==> config.mk <==
export PLATFORM = sky130hd
export DESIGN_NAME = if_stage
export DESIGN_NICKNAME = d
export VERILOG_FILES = /design/src/common/frontend_pkg.sv /design/src/fetch/if_stage.sv
export VERILOG_INCLUDE_DIRS = /design/src /design/src/common
export SDC_FILE = /design/constraint.sdc
export NUM_CORES = 1
export LEC_CHECK = 0
export ABC_AREA = 0
export BUFFER_PORTS_ARGS = -buffer_cell sky130_fd_sc_hd__buf_2
export CAP_MARGIN = 20
export CELL_PAD_IN_SITES_DETAIL_PLACEMENT = 2
export CELL_PAD_IN_SITES_GLOBAL_PLACEMENT = 2
export CORE_MARGIN = 2
export CORE_UTILIZATION = 22
export DETAILED_ROUTE_END_ITERATION = 7
export PLACE_DENSITY_LB_ADDON = 0.12
export SYNTH_ARGS = -nofsm -noshare
export SYNTH_HDL_FRONTEND = slang
export SYNTH_SLANG_ARGS = --single-unit
==> constraint.sdc <==
create_clock -name clk -period 2.1 [get_ports clk]
set_input_delay 0.21 -clock clk [delete_from_list [all_inputs] [get_ports clk]]
set_output_delay 0.21 -clock clk [all_outputs]
set_load 0.05 [all_outputs]
==> src/common/frontend_defs.svh <==
`ifndef FRONTEND_DEFS_SVH
`define FRONTEND_DEFS_SVH

// First fetch address after reset
// PC register itself resets one word below this
`define BOOT_PC 32'h1C00_0000

// Instruction SRAM size in 32-bit words
`define INST_SRAM_DEPTH 256

// Word index width, must cover INST_SRAM_DEPTH
`define INST_SRAM_AW 8

`endif
==> src/common/frontend_pkg.sv <==
`include "frontend_defs.svh"

package frontend_pkg;

    ////////////////////////////////////////////////////////////
    // Opcodes
    ////////////////////////////////////////////////////////////

    // Unconditional PC-relative branches, I26 format
    localparam logic [5:0] OP_B  = 6'b010100;
    localparam logic [5:0] OP_BL = 6'b010101;

    ////////////////////////////////////////////////////////////
    // Instruction word views
    ////////////////////////////////////////////////////////////

    // I26 layout, offset split low half first
    typedef struct packed {
        logic [5:0]  opcode;
        logic [15:0] offs_lo;
        logic [9:0]  offs_hi;
    } fmt_i26_t;

    // 2RI12 layout, rd in the low bits
    typedef struct packed {
        logic [9:0]  opcode;
        logic [11:0] imm12;
        logic [4:0]  rj;
        logic [4:0]  rd;
    } fmt_2ri12_t;

    // Same 32 bits, decoded either way
    typedef union packed {
        fmt_i26_t   fmt_i26;
        fmt_2ri12_t fmt_2ri12;
    } inst_word_u;

    ////////////////////////////////////////////////////////////
    // Stage buses
    ////////////////////////////////////////////////////////////

    // Fetch to decode
    typedef struct packed {
        logic [31:0] pc;
        inst_word_u  inst;
    } if_to_id_t;

    // Decode to downstream
    typedef struct packed {
        logic [31:0] pc;
        logic [31:0] inst;
        logic        is_branch;
        logic [4:0]  rd;
    } id_to_ex_t;

    // Program load port, word addressed
    typedef struct packed {
        logic                     en;
        logic [`INST_SRAM_AW-1:0] addr;
        logic [31:0]              data;
    } load_req_t;

endpackage

==> src/fetch/if_stage.sv <==
`timescale 1ns/10ps
`include "frontend_defs.svh"

module if_stage (
    input  logic                    clk,
    input  logic                    resetn,
    // Instruction SRAM request and returned word
    output logic                    inst_sram_en,
    output logic [31:0]             inst_sram_addr,
    input  logic [31:0]             inst_sram_rdata,
    // Back from decode
    input  logic                    id_allowin,
    input  logic                    br_taken,
    input  logic [31:0]             br_target,
    // Forward to decode
    output logic                    if_to_id_valid,
    output frontend_pkg::if_to_id_t if_to_id
);

    logic        if_valid;
    logic        if_allowin;
    logic [31:0] if_pc;
    logic [31:0] seq_pc;
    logic [31:0] next_pc;

    ////////////////////////////////////////////////////////////
    // Stage handshake
    ////////////////////////////////////////////////////////////

    // Word is ready as soon as SRAM returns it
    // Take a new word when empty or when decode drains this one
    assign if_allowin     = ~if_valid | id_allowin;
    assign if_to_id_valid = if_valid;

    always_ff @(posedge clk) begin
        if (~resetn) begin
            if_valid <= 1'b0;
        end else if (if_allowin) begin
            // First request goes out in the cycle after reset
            if_valid <= 1'b1;
        end
    end

    ////////////////////////////////////////////////////////////
    // PC and next-PC select
    ////////////////////////////////////////////////////////////

    assign seq_pc  = if_pc + 32'd4;
    // Redirect wins over sequential
    assign next_pc = br_taken ? br_target : seq_pc;

    always_ff @(posedge clk) begin
        if (~resetn) begin
            // One word below boot so the first seq_pc is BOOT_PC
            if_pc <= `BOOT_PC - 32'd4;
        end else if (if_allowin) begin
            if_pc <= next_pc;
        end
    end

    // SRAM read only when the PC moves, otherwise rdata holds
    assign inst_sram_en   = if_allowin & resetn;
    assign inst_sram_addr = next_pc;

    // Word paired with the PC that fetched it
    always_comb begin
        if_to_id.pc   = if_pc;
        if_to_id.inst = inst_sram_rdata;
    end

endmodule

==> run_results.csv <==
group,metric,value,unit
sta,setup_slack,-0.178,ns
critical_path,r2r_end,"if_pc[29]$_SDFFE_PN0N_",
critical_path,crit_type,"flop to output port",
sta,min_period,2.28,ns
critical_path,critPathLaunchType,"flop",
logic_synthesis,synthArstFlopShare,0,%
cts,clk_pin_slew_worst_paths,0.06,ns
critical_path,crit_buf_inv,2,
logic_synthesis,syn_area_per_cell,7.28,um2
cts,cts_tree,"built",
critical_path,regToRegStartpoint,"if_pc[4]$_SDFFE_PN1N_",
layout,post-route-util,35.2,%
placed_design,post-dp-hpwl,8.96,mm
drt,wl_per_cell,18.1,um
drt,num_vias,3263,
power,power,3.00,mW
layout,final_common_cell,"buf_2",
die,die_w,118,um
critical_path,worstSetupPathDepth,7,
sta,timing.slew.headroom,67.1,%
critical_path,rrSetupSlack,0.12,ns
sta,slew_violations,0,
global_routing,met3_usage,3.05,%
global_routing,grt_max_degree,64,
cts,cts_buffers,5,
logic_synthesis,ys_warn_count,0,
power,power.density,675,mW/mm2
critical_path,cp_top_family,"simple AND/OR/NAND/NOR gates",
critical_path,slowest_delay,0.36,ns
sta,hold_violations,0,
drt,dr.pass1.iters,4,
cts,ctsHoldBuffers,0,
logic_synthesis,synthesis.nets,459,
critical_path,cp_cell_sequence,"nand4_4 > buf_4 > nor3_4 > nand4_1 > xnor2_1 > mux2_2 > buf_4",
die,coreArea,0.0126,mm2
critical_path,cp.required,1.89,ns
sta,tightest_slew,0.494,ns
drt,drc,0,
critical_path,crit_path_end_kind,"output port",
logic_synthesis,ys_seq_area_share,23.3,%
outcome,violations,"negative setup slack",
critical_path,worstSetupEndpoint,"inst_sram_addr[13]",
die,row_count,41,
drt,drtIter0Drc,108,
logic_synthesis,synthDistinctLibCells,57,
layout,num_antenna_cells,0,
logic_synthesis,synth-edff-count,0,
logic_synthesis,syn_inst,390,
critical_path,crit_top_cell,"buf_4",
power,leakagePower,1.85,nW
die,die-area,0.0138,mm2
global_routing,grt_use_met1,23.9,%
cts,cts_root_buf,"clkbuf_16",
sta,finalSetupViolCount,17,
global_routing,grt_use_met2,29.2,%
drt,ant_nets,0,
layout,drive_gt1_share,51.3,%
cts,clkSinkCount,33,
outcome,status,"finished with violations",
sta,max_freq,0.439,GHz
hold_path,hp-start,"br_target[16]",
drt,viasPerCell,4.85,
cts,h-tree-depth,2,
sta,tns,-1.51,ns
die,fp.dieH,118,um
placed_design,dp_slack,0.00935,ns
cts,insertion_delay,0.28,ns
placed_design,port_buffers,101,
critical_path,path_max_fanout,5,
die,start_util,22.5,%
layout,nets,569,
critical_path,startpoint,"if_pc[4]$_SDFFE_PN1N_",
logic_synthesis,synthesis.area,0.00284,mm2
global_routing,grt_overflow,0,
global_routing,antenna_found_initial,0,
layout,layout_common_cells,"buf_2 (78), buf_4 (59), nand2_1 (41)",
layout,area_growth,56.5,%
logic_synthesis,yosys_register_bits,33,
global_routing,grt_pass1_wl,19.8,mm
global_routing,gr-max-usage-layer,"met2",
flow_run,cap_violations,0,
placed_design,gp_congestion,0.772,
global_routing,grtUsageTotal,17.7,%
critical_path,cp.arrival,2.07,ns
logic_synthesis,ys.flop_type,"dfxtp_1",
hold_path,hp-class,"input port to flop",
die,pin_count,166,
global_routing,grt_pass1_vias,3563,
critical_path,crit_slowest_cell,"dfxtp_4",
sta,fin_skew,0.00303,ns
sta,rsz0062_at_grt,"yes",
cts,cts_max_path_buffers,2,
drt,routed_wirelength,12.2,mm
power,vdd_drop_max,0.000295,V
sta,fin_crit_sh,108,%
critical_path,r2r_cells,7,
==> layer usage <==
metal  share of wire, %  wire length, um
met5                  0                0
met4               0.86              105
met3                3.5              422
met2                 49             5940
met1                 47             5740
==> flip-flops by register name, indices dropped and copies added, names as in the netlist <==
name / count
if_to_id_valid: 1
if_pc: 32
==> repair_timing <==
item	in CTS	in global routing
endpoints found under the setup margin	24	24
gates cloned	0	0
pin swaps	14	9
resized for setup	65	16
buffers inserted	15	4
==> per-stage QoR <==
step,std cells,cell area (um2),hold slack (ns)
final,673,4440,0.237
after global routing,673,4440,0.262
after CTS,670,4360,0.237
after detailed placement,647,3840,0.420
after global placement,647,3840,0.420
after floorplan,390,3120,0.370
==> layout make-up <==
| class | count | area (um2) |
|---|---|---|
| Fill cell | 1484 | 8180 |
| Multi-Input combinational cell | 287 | 2160 |
| Clock inverter | 2 | 10.0 |
| Tap cell | 172 | 215 |
| Sequential cell | 33 | 734 |
| Timing Repair Buffer | 164 | 1160 |
| Clock buffer | 6 | 129 |
| Inverter | 9 | 33.8 |
==> worst min-delay path by stage <==
stage | end | slack, ns | depth (start not counted)
6_report | if_pc[16]$_SDFFE_PN1N_ | 0.24 | 3
5_1_grt | if_pc[16]$_SDFFE_PN1N_ | 0.26 | 3
4_1_cts | if_pc[16]$_SDFFE_PN1N_ | 0.24 | 3
3_5_place_dp | if_to_id[18] | 0.42 | 0
3_3_place_gp | if_to_id[18] | 0.42 | 0
2_1_floorplan | if_pc[16]$_SDFFE_PN1N_ | 0.37 | 2
==> synth_stat cells (2+ instances only) <==
master,count,share of area [%]
a211o_1,2,0.62
a211oi_1,3,0.79
a21boi_0,4,1.1
a21o_1,5,1.3
a21oi_1,19,3.3
a2bb2oi_1,2,0.62
a311oi_1,2,0.62
a31oi_1,8,1.8
a32oi_1,3,0.93
and2_1,4,0.88
and3_1,6,1.3
and4_1,2,0.62
buf_1,4,0.53
buf_2,2,0.35
buf_4,32,8.5
clkbuf_1,22,2.9
dfxtp_1,33,23
inv_1,8,1.1
mux2_2,8,3.2
nand2_1,42,5.6
nand2b_1,6,1.3
nand3_1,22,3.9
nand4_1,11,2.4
nor2_1,27,3.6
nor2b_1,2,0.44
nor3_1,11,1.9
nor3b_1,4,1.1
nor4_1,3,0.66
nor4_4,2,1.5
nor4b_1,2,0.62
o21a_1,5,1.3
o21ai_0,29,5.1
o22ai_1,3,0.66
o31ai_1,2,0.53
o41ai_1,2,0.62
or3_1,4,0.88
or4_1,2,0.53
xnor2_1,16,4.9
xor2_1,8,2.5
==> power breakdown <==
group,internal [mW],leakage (nW),switching [mW]
registers,0.679,0.273,0.0559
clock network,0.436,0.0706,0.296
logic,0.552,1.51,0.983
==> worst reg2reg max path, delay by kind of cell, from the launching register on <==
kind	cells	cell delay, ns
simple gates	4	1.09
buf+inv	2	0.31
flops	1	0.36
compound gates	1	0.16
==> cell families after synthesis <==
group	synth area share, %
flip-flops	23.3
XOR/XNOR	7.40
AO/OA/AOI/OAI	21.6
AND/OR/NAND/NOR	30.0
multiplexers	3.52
buffers and inverters	13.8
adder cells (fa/ha/maj)	0.440
Note: power is estimated with default switching activity, not from simulation.
