**config.mk**
```make
export PLATFORM = sky130hd
export DESIGN_NAME = id_stage
export DESIGN_NICKNAME = d
export VERILOG_FILES = /design/src/common/frontend_pkg.sv /design/src/verilog/id_stage.sv
export VERILOG_INCLUDE_DIRS = /design/src /design/src/common
export SDC_FILE = /design/constraint.sdc
export NUM_CORES = 1
export LEC_CHECK = 0
export BUFFER_PORTS_ARGS = -buffer_cell sky130_fd_sc_hd__clkbuf_2
export CORE_ASPECT_RATIO = 0.5
export CORE_MARGIN = 10
export CORE_UTILIZATION = 25
export CTS_BUF_LIST = sky130_fd_sc_hd__clkbuf_8
export CTS_CLUSTER_SIZE = 30
export DETAILED_ROUTE_END_ITERATION = 16
export PLACE_DENSITY = 0.57
export SYNTH_ARGS = -nofsm -noshare
export SYNTH_HDL_FRONTEND = slang
export SYNTH_SLANG_ARGS = --single-unit
```
**constraint.sdc**
```tcl
create_clock -name clk -period 5.6 [get_ports clk]
set_input_delay 1.12 -clock clk [delete_from_list [all_inputs] [get_ports clk]]
set_output_delay 1.12 -clock clk [all_outputs]
set_load 0.02 [all_outputs]
```
**src/common/frontend_defs.svh**
```systemverilog
`ifndef FRONTEND_DEFS_SVH
`define FRONTEND_DEFS_SVH

// First fetch address after reset
// PC register itself resets one word below this
`define BOOT_PC 32'h1C00_0000

// Instruction SRAM size in 32-bit words
`define INST_SRAM_DEPTH 256

// Word index width, must cover INST_SRAM_DEPTH
`define INST_SRAM_AW 8

`endif
```
**src/common/frontend_pkg.sv**
```systemverilog
`include "frontend_defs.svh"

package frontend_pkg;

    ////////////////////////////////////////////////////////////
    // Opcodes
    ////////////////////////////////////////////////////////////

    // Unconditional PC-relative branches, I26 format
    localparam logic [5:0] OP_B  = 6'b010100;
    localparam logic [5:0] OP_BL = 6'b010101;

    ////////////////////////////////////////////////////////////
    // Instruction word views
    ////////////////////////////////////////////////////////////

    // I26 layout, offset split low half first
    typedef struct packed {
        logic [5:0]  opcode;
        logic [15:0] offs_lo;
        logic [9:0]  offs_hi;
    } fmt_i26_t;

    // 2RI12 layout, rd in the low bits
    typedef struct packed {
        logic [9:0]  opcode;
        logic [11:0] imm12;
        logic [4:0]  rj;
        logic [4:0]  rd;
    } fmt_2ri12_t;

    // Same 32 bits, decoded either way
    typedef union packed {
        fmt_i26_t   fmt_i26;
        fmt_2ri12_t fmt_2ri12;
    } inst_word_u;

    ////////////////////////////////////////////////////////////
    // Stage buses
    ////////////////////////////////////////////////////////////

    // Fetch to decode
    typedef struct packed {
        logic [31:0] pc;
        inst_word_u  inst;
    } if_to_id_t;

    // Decode to downstream
    typedef struct packed {
        logic [31:0] pc;
        logic [31:0] inst;
        logic        is_branch;
        logic [4:0]  rd;
    } id_to_ex_t;

    // Program load port, word addressed
    typedef struct packed {
        logic                     en;
        logic [`INST_SRAM_AW-1:0] addr;
        logic [31:0]              data;
    } load_req_t;

endpackage

```
**src/verilog/id_stage.sv**
```systemverilog
`timescale 1ns/10ps

module id_stage (
    input  logic                    clk,
    input  logic                    resetn,
    // From fetch
    input  logic                    if_to_id_valid,
    input  frontend_pkg::if_to_id_t if_to_id,
    output logic                    id_allowin,
    // Redirect back to fetch
    output logic                    br_taken,
    output logic [31:0]             br_target,
    // To downstream stage
    input  logic                    ex_allowin,
    output logic                    id_to_ex_valid,
    output frontend_pkg::id_to_ex_t id_to_ex
);

    import frontend_pkg::*;

    logic        id_valid;
    logic        id_dead;
    logic [31:0] id_pc;
    inst_word_u  id_inst;
    logic        id_is_branch;
    logic [31:0] br_offs;

    ////////////////////////////////////////////////////////////
    // Handshake and valid bits
    ////////////////////////////////////////////////////////////

    // Dead word never shows as valid
    assign id_to_ex_valid = id_valid & ~id_dead;
    // Empty or dead slot always accepts
    assign id_allowin     = ~id_to_ex_valid | ex_allowin;

    always_ff @(posedge clk) begin
        if (~resetn) begin
            id_valid <= 1'b0;
            id_dead  <= 1'b0;
        end else if (id_allowin) begin
            id_valid <= if_to_id_valid;
            // Word captured as a branch leaves is the wrong-path one
            // Next accepted word clears the flag again
            id_dead  <= br_taken;
        end
    end

    // Payload only moves with a real transfer
    always_ff @(posedge clk) begin
        if (id_allowin & if_to_id_valid) begin
            id_pc   <= if_to_id.pc;
            id_inst <= if_to_id.inst;
        end
    end

    ////////////////////////////////////////////////////////////
    // Branch resolve
    ////////////////////////////////////////////////////////////

    // B and BL share the I26 opcode position
    assign id_is_branch = (id_inst.fmt_i26.opcode == OP_B) |
                          (id_inst.fmt_i26.opcode == OP_BL);

    // offs[25:16] sits in the low field, sign from its top bit
    assign br_offs = {{4{id_inst.fmt_i26.offs_hi[9]}},
                      id_inst.fmt_i26.offs_hi,
                      id_inst.fmt_i26.offs_lo,
                      2'b00};

    assign br_target = id_pc + br_offs;
    // One cycle strobe, only as the branch actually leaves
    assign br_taken  = id_to_ex_valid & id_is_branch & ex_allowin;

    ////////////////////////////////////////////////////////////
    // Downstream bus
    ////////////////////////////////////////////////////////////

    always_comb begin
        id_to_ex.pc        = id_pc;
        id_to_ex.inst      = id_inst;
        id_to_ex.is_branch = id_is_branch;
        // rd read through the 2RI12 view
        id_to_ex.rd        = id_inst.fmt_2ri12.rd;
    end

endmodule

```
==> run metrics, run 1 <==
outcome=finished, final reports clean; RePlAce Congestion=0.792; Hold/Removal Path Class=register to register; PwrDens=291 nW/um^2; Ant. Diodes=0; WL/cell=between 15 and 20 um; Layout Utilization=between 30% and 40%; gr ovfl total=0; Final Hold Viols=0; first-pass GRT wire length=16500 um; count of cell types in the netlist=50; Longest Clk Path Bufs=2; CTS tree=built; core area=around 14000 um^2; max_slew headroom=a little over a third; syn_area_per_cell=~12 um^2; Fmax=around 250 MHz; Synth-to-Final Area Change=33.2%; Reg-to-Reg End=id_inst[13]$_DFFE_PP_; most common cell after layout, fill and taps aside=clkbuf_2; hold_sp=id_dead$_SDFFE_PN0N_; critical path arrival=around 3.0 ns; DIE AREA=between 20000 and 25000 um^2; Async S/R FF share, synth=0%; maximum vdd drop=roughly 0.093 mV; vias in the first global route=2979; synth top area cells=edfxtp_1, ha_1, xnor2_1; filler instances=1498; Vias=between 2000 and 3000; CP required=4.48 ns; setup TNS=0 ns; Post-DP HPWL=9230 um; Final setup viols=0; final net count=565; commonest non-fill, non-tap cells in the layout=clkbuf_2, edfxtp_1, a21oi_1; DR iter-0 viols=~160; Final ANT Viol Nets=0; # rows=31; # DRC=0; P_leak=2.16 nW; Final Max Slew Viols=0; CTS Buf Count=9; Max Cap Viol=0; via/cell ratio=4.34; hold path depth=3; EDFF count, synth=64; later-pin clock latency in the skew report=0.34 ns; Setup crit end kind=primary output; Clock Pin Slew Worst Setup and Hold Paths=roughly 0.08 ns; Most used DFF post-synth=edfxtp_1; reg-to-reg slack, setup=3.34 ns; unrepaired setup endpoints after global routing=false; Total Wirelength=approximately 11000 um; sequential share of the synthesized area=53.9%; DIE HEIGHT=105 um; hold path endpoint=id_dead$_SDFFE_PN0N_; IO Port Bufs=172; top cell type's share of synthesized area=around 53%; Post-CTS Setup Inserts=0; Final Cycle Share=around 73%; clock skew=around 0.0088 ns; Sink Count=66; cts hold-fix bufs=0; Syn. warnings=0; Die Wd=about 190 um; CP max FO=7; flop and latch count out of synthesis=66; Synth area leader=edfxtp_1; Worst Tran Pin Value=0.957 ns; worst r2r path cells=4; CTS Root Cell=clkbuf_8; Pre-antenna DRT Iters=5; CP Launch Type=register; R2R Path Start=id_valid$_SDFFE_PN0N_; initial core utilization=around a quarter; Period minus WS final=between 4 and 5 ns; Synth Instances=300; Post-Syn Area=around 3600 um^2; kind of critical path=register to primary output; # resized after CTS=0; share of cells above drive strength 1=around 43%; syn nets=about 400; antenna violations before repair=1; global router's overall resource usage=between 10% and 20%; I/O pin count=173; largest net degree at the start of global routing=34; htree depth=3
[layer usage]
layer / track usage, % / share of wire, %
met3: 3.82 / 5.7
met5: 0 / 0.18
met4: 3.18 / 1.3
met2: 19.9 / 54
met1: 10.7 / 39
[cells in the mapped netlist, drive strengths merged (7+ instances only)]
master  number
nand2       20
nor2        12
edfxtp      64
a21oi       32
clkbuf       9
o21ai       14
a21o         7
nand4        8
inv         11
ha          29
buf          8
xor2        10
xnor2       18
[worst max path at each step]
stage | slack (ns) | from | to
after floorplan | 1.07 | ex_allowin | id_inst[0]$_DFFE_PP_
after global placement | 1.96 | id_inst[11]$_DFFE_PP_ | br_target[29]
after detailed placement | 1.91 | id_inst[11]$_DFFE_PP_ | br_target[25]
after CTS | 1.52 | id_inst[11]$_DFFE_PP_ | br_target[25]
after global routing | 1.33 | id_pc[2]$_DFFE_PP_ | br_target[30]
final | 1.53 | id_inst[18]$_DFFE_PP_ | br_target[25]
[logic make-up (layout without fill, tap and decap cells)]
family | after synthesis | after routing | share of synthesized area, %
adders and majority gates | 30 | 30 | 10.5
xor gates and xnor gates | 28 | 28 | 6.74
buffers and inverters | 28 | 200 | 3.82
and+or+nand+nor | 63 | 63 | 8.70
DFF | 66 | 66 | 53.9
AOI/OAI and AO/OA | 85 | 85 | 16.3
[critical path, cell delays in order (launching register included)]
cell and delay (ns):
edfxtp_1 0.41, ha_1 0.40, a21oi_1 0.28, o221ai_1 0.25, nand3_1 0.15, o211ai_2 0.12
a221oi_2 0.46, o31ai_1 0.16, xor2_1 0.17, clkbuf_2 0.19
[stage by stage]
stage	hold slack, ns	power, W	worst slack [ns]	std cells	area, um^2
after global routing	0.763	0.00149	1.33	670	4850
final	0.745	0.00141	1.53	670	4850
after detailed placement	0.736	0.00106	1.91	654	4660
after floorplan	0.761	0.000899	1.07	300	3640
after CTS	0.747	0.00143	1.52	670	4850
after global placement	0.723	0.00106	1.96	654	4660
[registers in the layout, summed over array words and instances (netlist names)]
signal and cells:
id_dead 1, id_inst 32, id_pc 32, id_valid 1
[final cells by class]
class,count,area (um^2),area share (%)
Inverter,11,41.3,0.852
Clock buffer,11,151,3.12
Sequential cell,66,1960,40.5
Tap cell,198,248,5.11
Multi-Input combinational cell,206,1550,31.9
Clock inverter,5,31.3,0.645
Timing Repair Buffer,173,868,17.9
[where the power goes]
part | switching (W) | total, W | internal [W]
Combinational | 0.000289 | 0.000445 | 0.000156
Clock | 0.000188 | 0.000370 | 0.000183
Sequential | 0.0000166 | 0.000593 | 0.000577
Power figures use the tool's default switching activity.
==> run 2, diff against run 1 <==
Settings changed: ABC_AREA set to 1.
Clock period 5.6 ns to 3.4 ns, I/O delays scaled along.
==> run 2 against run 1 <==
Register-to-register slack lost 1.5 ns. First-iteration DRC count grew 19%. Synthesized cell count grew 79%. Critical endpoint is now br_target[24]. Sequential power grew 66%. Global-route usage grew 1.0 points. Sequential cell count is the same. Non-clock buffer count is the same. Count of clock-buffer cells in the layout shrank 2. Combinational power grew 80%. Largest power group unchanged. Synthesized area grew 19%.
==> run metrics, run 2 <==
critical path arrival=between 2 and 2.5 ns; Die Wd=just over 200 um; max_slew headroom=79.3%; Syn. warnings=0; Synth area leader=edfxtp_1; DIE HEIGHT=about 110 um; sequential share of the synthesized area=45.4%; # resized after CTS=0; Final Max Slew Viols=0; Setup crit end kind=primary output; gr ovfl total=0; P_leak=between 3 and 4 nW; Total Wirelength=13400 um; commonest non-fill, non-tap cells in the layout=nand2_1, clkbuf_2, inv_1; synth cell count leaders=nand2_1, inv_1, edfxtp_1; core area=between 15000 and 20000 um^2; share of cells above drive strength 1=between 30% and 40%; via/cell ratio=between 4 and 5; Worst Tran Pin Value=between 0.3 and 0.4 ns; Vias=3920; Sink Count=66; PwrDens=~440 nW/um^2; flop and latch count out of synthesis=66; CTS Buf Count=9; Longest Clk Path Bufs=2; top cell type's share of synthesized area=around 44%; filler instances=between 1500 and 2000; Post-DP HPWL=11500 um; synth top area cells=edfxtp_1, nand2_1, inv_1; later-pin clock latency in the skew report=0.36 ns; syn nets=about 630; RePlAce Congestion=between 0.8 and 0.9; vias in the first global route=a little under 4000; Fmax=between 300 and 400 MHz; Final Hold Viols=0; initial core utilization=approximately a quarter; syn_area_per_cell=roughly 8.1 um^2; CP Launch Point=id_inst[10]$_DFFE_PP_; kind of critical path=register to primary output; top flop regs=id_inst: 32 flops, id_pc: 32 flops; Period minus WS final=3.15 ns; placed insts=928; Ant. Diodes=0; count of cell types in the netlist=27; final net count=810; DIE AREA=approximately 23000 um^2; Max Cap Viol=0; CTS Root Cell=clkbuf_8; CP Launch Type=register; first-pass GRT wire length=between 20000 and 25000 um; R2R Path Start=id_valid$_SDFFE_PN0N_; Final ANT Viol Nets=0; maximum vdd drop=between 0.1 and 0.15 mV; global router's overall resource usage=a little under an eighth; CTS tree=built; WL/cell=~14 um; Final setup viols=0; largest net degree at the start of global routing=53; CP required=2.72 ns; hold_sp=if_to_id[8]; # DRC=0; setup TNS=0 ns; Hold WS=0.488 ns; cts hold-fix bufs=0; EDFF count, synth=between 60 and 70; antenna violations before repair=0; Post-Syn Area=around 4300 um^2; clock skew=between 0.005 and 0.006 ns; Synth Instances=between 500 and 600; most common cell after layout, fill and taps aside=nand2_1; Hold/Removal Path Class=input pin to register; I/O pin count=~170; htree depth=3; unrepaired setup endpoints after global routing=false; most frequent cell after synthesis=nand2_1; CP max FO=4; Clock Pin Slew Worst Setup and Hold Paths=around 0.080 ns; IO Port Bufs=172; DR iter-0 viols=approximately 200; outcome=finished, final reports clean; # rows=33; Synth-to-Final Area Change=30.0%; Post-CTS Setup Inserts=0; Pre-antenna DRT Iters=5; Most used DFF post-synth=edfxtp_1; Final Cycle Share=between 90% and 100%; Final Non-Filler Cells=roughly 940; Async S/R FF share, synth=0%
[run 2: worst max-delay path, cell delays in order, from the launching register on]
cell and delay, ns:
edfxtp_1 0.35, ha_1 0.24, inv_1 0.07, fa_1 0.41, inv_1 0.10, nand3_1 0.07
nand3_1 0.22, nand2_1 0.12, nand2_1 0.11, nand2_1 0.07, nand3_1 0.08, nand2_1 0.05
nand2_1 0.05, clkbuf_2 0.17
[run 2: stage by stage]
| step | total power (W) | utilization, % | cell area (um^2) | setup slack (ns) |
|---|---|---|---|---|
| after global placement | 0.00181 | 32.6 | 5430 | 0.722 |
| after CTS | 0.00249 | 33.8 | 5620 | 0.212 |
| after floorplan | 0.00152 | - | 4320 | 0.704 |
| final | 0.00245 | 33.8 | 5620 | 0.247 |
| after detailed placement | 0.00181 | 32.6 | 5430 | 0.634 |
| after global routing | 0.00261 | 33.8 | 5620 | 0.0174 |
[run 2: layout make-up]
class | count | area [um^2] | share of cell area [%]
clock buffers | 9 | 124 | 2.21
clock inverters | 7 | 67.6 | 1.20
inverters | 101 | 379 | 6.75
multi-input cells | 361 | 1920 | 34.2
flip-flops and latches | 66 | 1960 | 34.9
well taps | 227 | 284 | 5.06
repair buffers | 173 | 881 | 15.7
[run 2: final timing paths]
kind | endpoint | slack (ns) | depth (start not counted)
min | id_inst[8]$_DFFE_PP_ | 0.49 | 1
min reg2reg | id_dead$_SDFFE_PN0N_ | 0.53 | 3
max | br_target[24] | 0.25 | 13
max reg2reg | id_inst[10]$_DFFE_PP_ | 1.86 | 6
[run 2: kinds of logic (layout without fill, tap and decap cells)]
kind of cell / count (synthesis) / in the layout / share of synthesized area, %
AOI/OAI and AO/OA: 31 / 31 / 4.32
xor gates and xnor gates: 14 / 14 / 2.84
adders and majority gates: 30 / 30 / 8.86
buffers and inverters: 109 / 290 / 10.2
DFF: 66 / 66 / 45.4
and+or+nand+nor: 286 / 286 / 28.4
[run 2: per-layer routing]
| metal | GRT usage (%) | vias to the layer above | routed length, um |
|---|---|---|---|
| met1 | 14.3 | 1782 | 5930 |
| met2 | 19.8 | 89 | 6630 |
| met4 | 3.24 | 0 | 185 |
| li1 | - | 2037 | - |
| met5 | 0 | - | 0 |
| met3 | 2.62 | 12 | 624 |
[run 2: report_power, final]
group / total, W / internal, W / switching, W
combinational: 0.000799 / 0.000259 / 0.000540
sequential: 0.000982 / 0.000951 / 0.0000308
clock: 0.000667 / 0.000336 / 0.000331
total: 0.00245 / 0.00155 / 0.000902
==> run 3, diff against run 2 <==
Settings changed: REMOVE_ABC_BUFFERS set to 1.
==> run 3 against run 2 <==
Clock power fell by 0.6%. Sequential power barely moved. Fmax rose by 0.26%. Worst hold slack improved by 0.0060 ns. Critical path depth did not move. Sequential cell count did not move. Design area fell by 0.13%. Global-route usage fell by 0.10 points. Register-to-register slack got worse by 0.13 ns. Final cell count did not move. Highest routed layer unchanged.
==> run metrics, run 3 (synthesis gave the netlist of run 2 again) <==
outcome=finished, final reports clean; share of cells above drive strength 1=between 30% and 40%; initial core utilization=26.0%; final net count=around 800; Die Wd=around 210 um; CP Launch Type=register; Fmax=roughly 320 MHz; PwrDens=between 400 and 500 nW/um^2; Longest Clk Path Bufs=2; Worst Tran Pin Value=between 0.8 and 0.9 ns; Final Cycle Share=around 92%; Pre-antenna DRT Iters=6; P_leak=approximately 3 nW; via/cell ratio=~4.1; commonest non-fill, non-tap cells in the layout=nand2_1, clkbuf_2, inv_1; Worst Slack Setup Final=about 0.26 ns; Clock Pin Slew Worst Setup and Hold Paths=0.08 ns; CTS Buf Count=9; CP max FO=4; R2R Path Start=id_valid$_SDFFE_PN0N_; Sink Count=66; gr ovfl total=0; Final setup viols=0; hold path depth=1; Total Wirelength=about 13000 um; Final Max Slew Viols=0; CP max stage delay=~0.41 ns; Max Cap Viol=0; I/O pin count=173; critical path's slowest cell=fa_1; clock skew=around 0.0056 ns; Final Hold Viols=0; vias in the first global route=approximately 4000; Final ANT Viol Nets=0; IO Port Bufs=between 150 and 200; Ant. Diodes=0; hold path endpoint=id_pc[7]$_DFFE_PP_; DIE AREA=around 23000 um^2; setup TNS=0 ns; unrepaired setup endpoints after global routing=false; Most common cell on crit path=nand2_1; later-pin clock latency in the skew report=roughly 0.36 ns; most common cell after layout, fill and taps aside=nand2_1; CP delay by family, top=simple AND/OR/NAND/NOR gates; kind of critical path=register to primary output; Period minus WS final=roughly 3.1 ns; Vias=roughly 3900; htree depth=3; Synth-to-Final Area Change=29.8%; CP required=2.72 ns; critical path arrival=approximately 2.5 ns; core area=16600 um^2; Setup crit end kind=primary output; Post-Place Worst Slack=~0.57 ns; hold_sp=if_to_id[39]; Post-DP HPWL=~12000 um; CP bufs+invs=3; reg-to-reg slack, setup=roughly 1.7 ns; CP Launch Point=id_pc[2]$_DFFE_PP_; CTS Root Cell=clkbuf_8; WL/cell=between 10 and 15 um; antenna violations before repair=0; maximum vdd drop=approximately 0.15 mV; first-pass GRT wire length=between 20000 and 25000 um; Reg-to-Reg End=id_pc[2]$_DFFE_PP_; # rows=33; # DRC=0; largest net degree at the start of global routing=65; CTS tree=built; Post-CTS Setup Inserts=0; crit-path cells=ha_1, inv_1, fa_1, inv_1, nand3_1, nand3_2, nand3_1, nand3_2, nand2_1, nand2_1, nand2_1, nand2_1, clkbuf_2; Hold/Removal Path Class=input pin to register; top flop regs=id_inst: 32 flops, id_pc: 32 flops; global router's overall resource usage=11.5%; RePlAce Congestion=about 0.85; DR iter-0 viols=approximately 160; Layout Utilization=about a third; worst r2r path cells=6; max_slew headroom=about 44%; DIE HEIGHT=approximately 110 um
[run 3: changes by cell type in the layout (fill, tap and decap cells not counted)]
| cell | before | now |
|---|---|---|
| buf_12 | 1 | 0 |
| buf_4 | 0 | 1 |
| nand3_1 | 24 | 23 |
| nand3_2 | 5 | 6 |
[run 3: worst max-delay path by stage]
stage	to	slack, ns	depth (start not counted)
floorplan	id_inst[0]$_DFFE_PP_	0.70	4
global placement	br_target[30]	0.73	13
detailed placement	br_target[30]	0.57	13
CTS	br_target[30]	0.14	13
global route	br_target[30]	0.01	13
finish	br_target[30]	0.26	13
[run 3: worst reg2reg max path, cell delays in order (launching register included)]
cell	delay (ns)
dfxtp_1	0.30
inv_1	0.04
nor2_1	0.05
nand2_1	0.10
nand2_1	0.09
inv_2	0.05
buf_4	0.65
[run 3: final cells by class]
| type | instances | area (um^2) |
|---|---|---|
| fillers | 1784 | 11000 |
| clock inverters | 7 | 67.6 |
| well taps | 227 | 284 |
| multi-input cells | 361 | 1920 |
| clock buffers | 9 | 124 |
| inverters | 101 | 379 |
| flip-flops and latches | 66 | 1960 |
| repair buffers | 173 | 868 |
[run 3: metrics by stage]
| stage | area, um^2 | instances | power, W | hold slack [ns] |
|---|---|---|---|---|
| 2_1_floorplan | 4260 | 528 | 0.00152 | 0.579 |
| 3_3_place_gp | 5410 | 928 | 0.00181 | 0.506 |
| 3_5_place_dp | 5410 | 928 | 0.00181 | 0.522 |
| 4_1_cts | 5600 | 944 | 0.00250 | 0.464 |
| 5_1_grt | 5610 | 944 | 0.00262 | 0.463 |
| 6_report | 5610 | 944 | 0.00245 | 0.494 |
[run 3: repair_timing]
| action | CTS | global route |
|---|---|---|
| gates resized for setup | 0 | 1 |
| endpoints found under the setup margin | 0 | 3 |
| hold buffers | 0 | 0 |
[run 3: layer usage]
| layer | vias up | track usage [%] | part of all wire [%] |
|---|---|---|---|
| met5 | - | 0 | 0 |
| met4 | 0 | 3.24 | 0.92 |
| met3 | 8 | 2.39 | 3.5 |
| met2 | 61 | 20.2 | 51 |
| met1 | 1811 | 13.9 | 45 |
| li1 | 2034 | - | - |
[run 3: where the power goes]
part | leakage (nW) | total [W] | switching [W] | internal, W
Clock | 0.0931 | 0.000663 | 0.000328 | 0.000336
Sequential | 0.636 | 0.000981 | 0.0000298 | 0.000952
Combinational | 2.30 | 0.000801 | 0.000544 | 0.000257
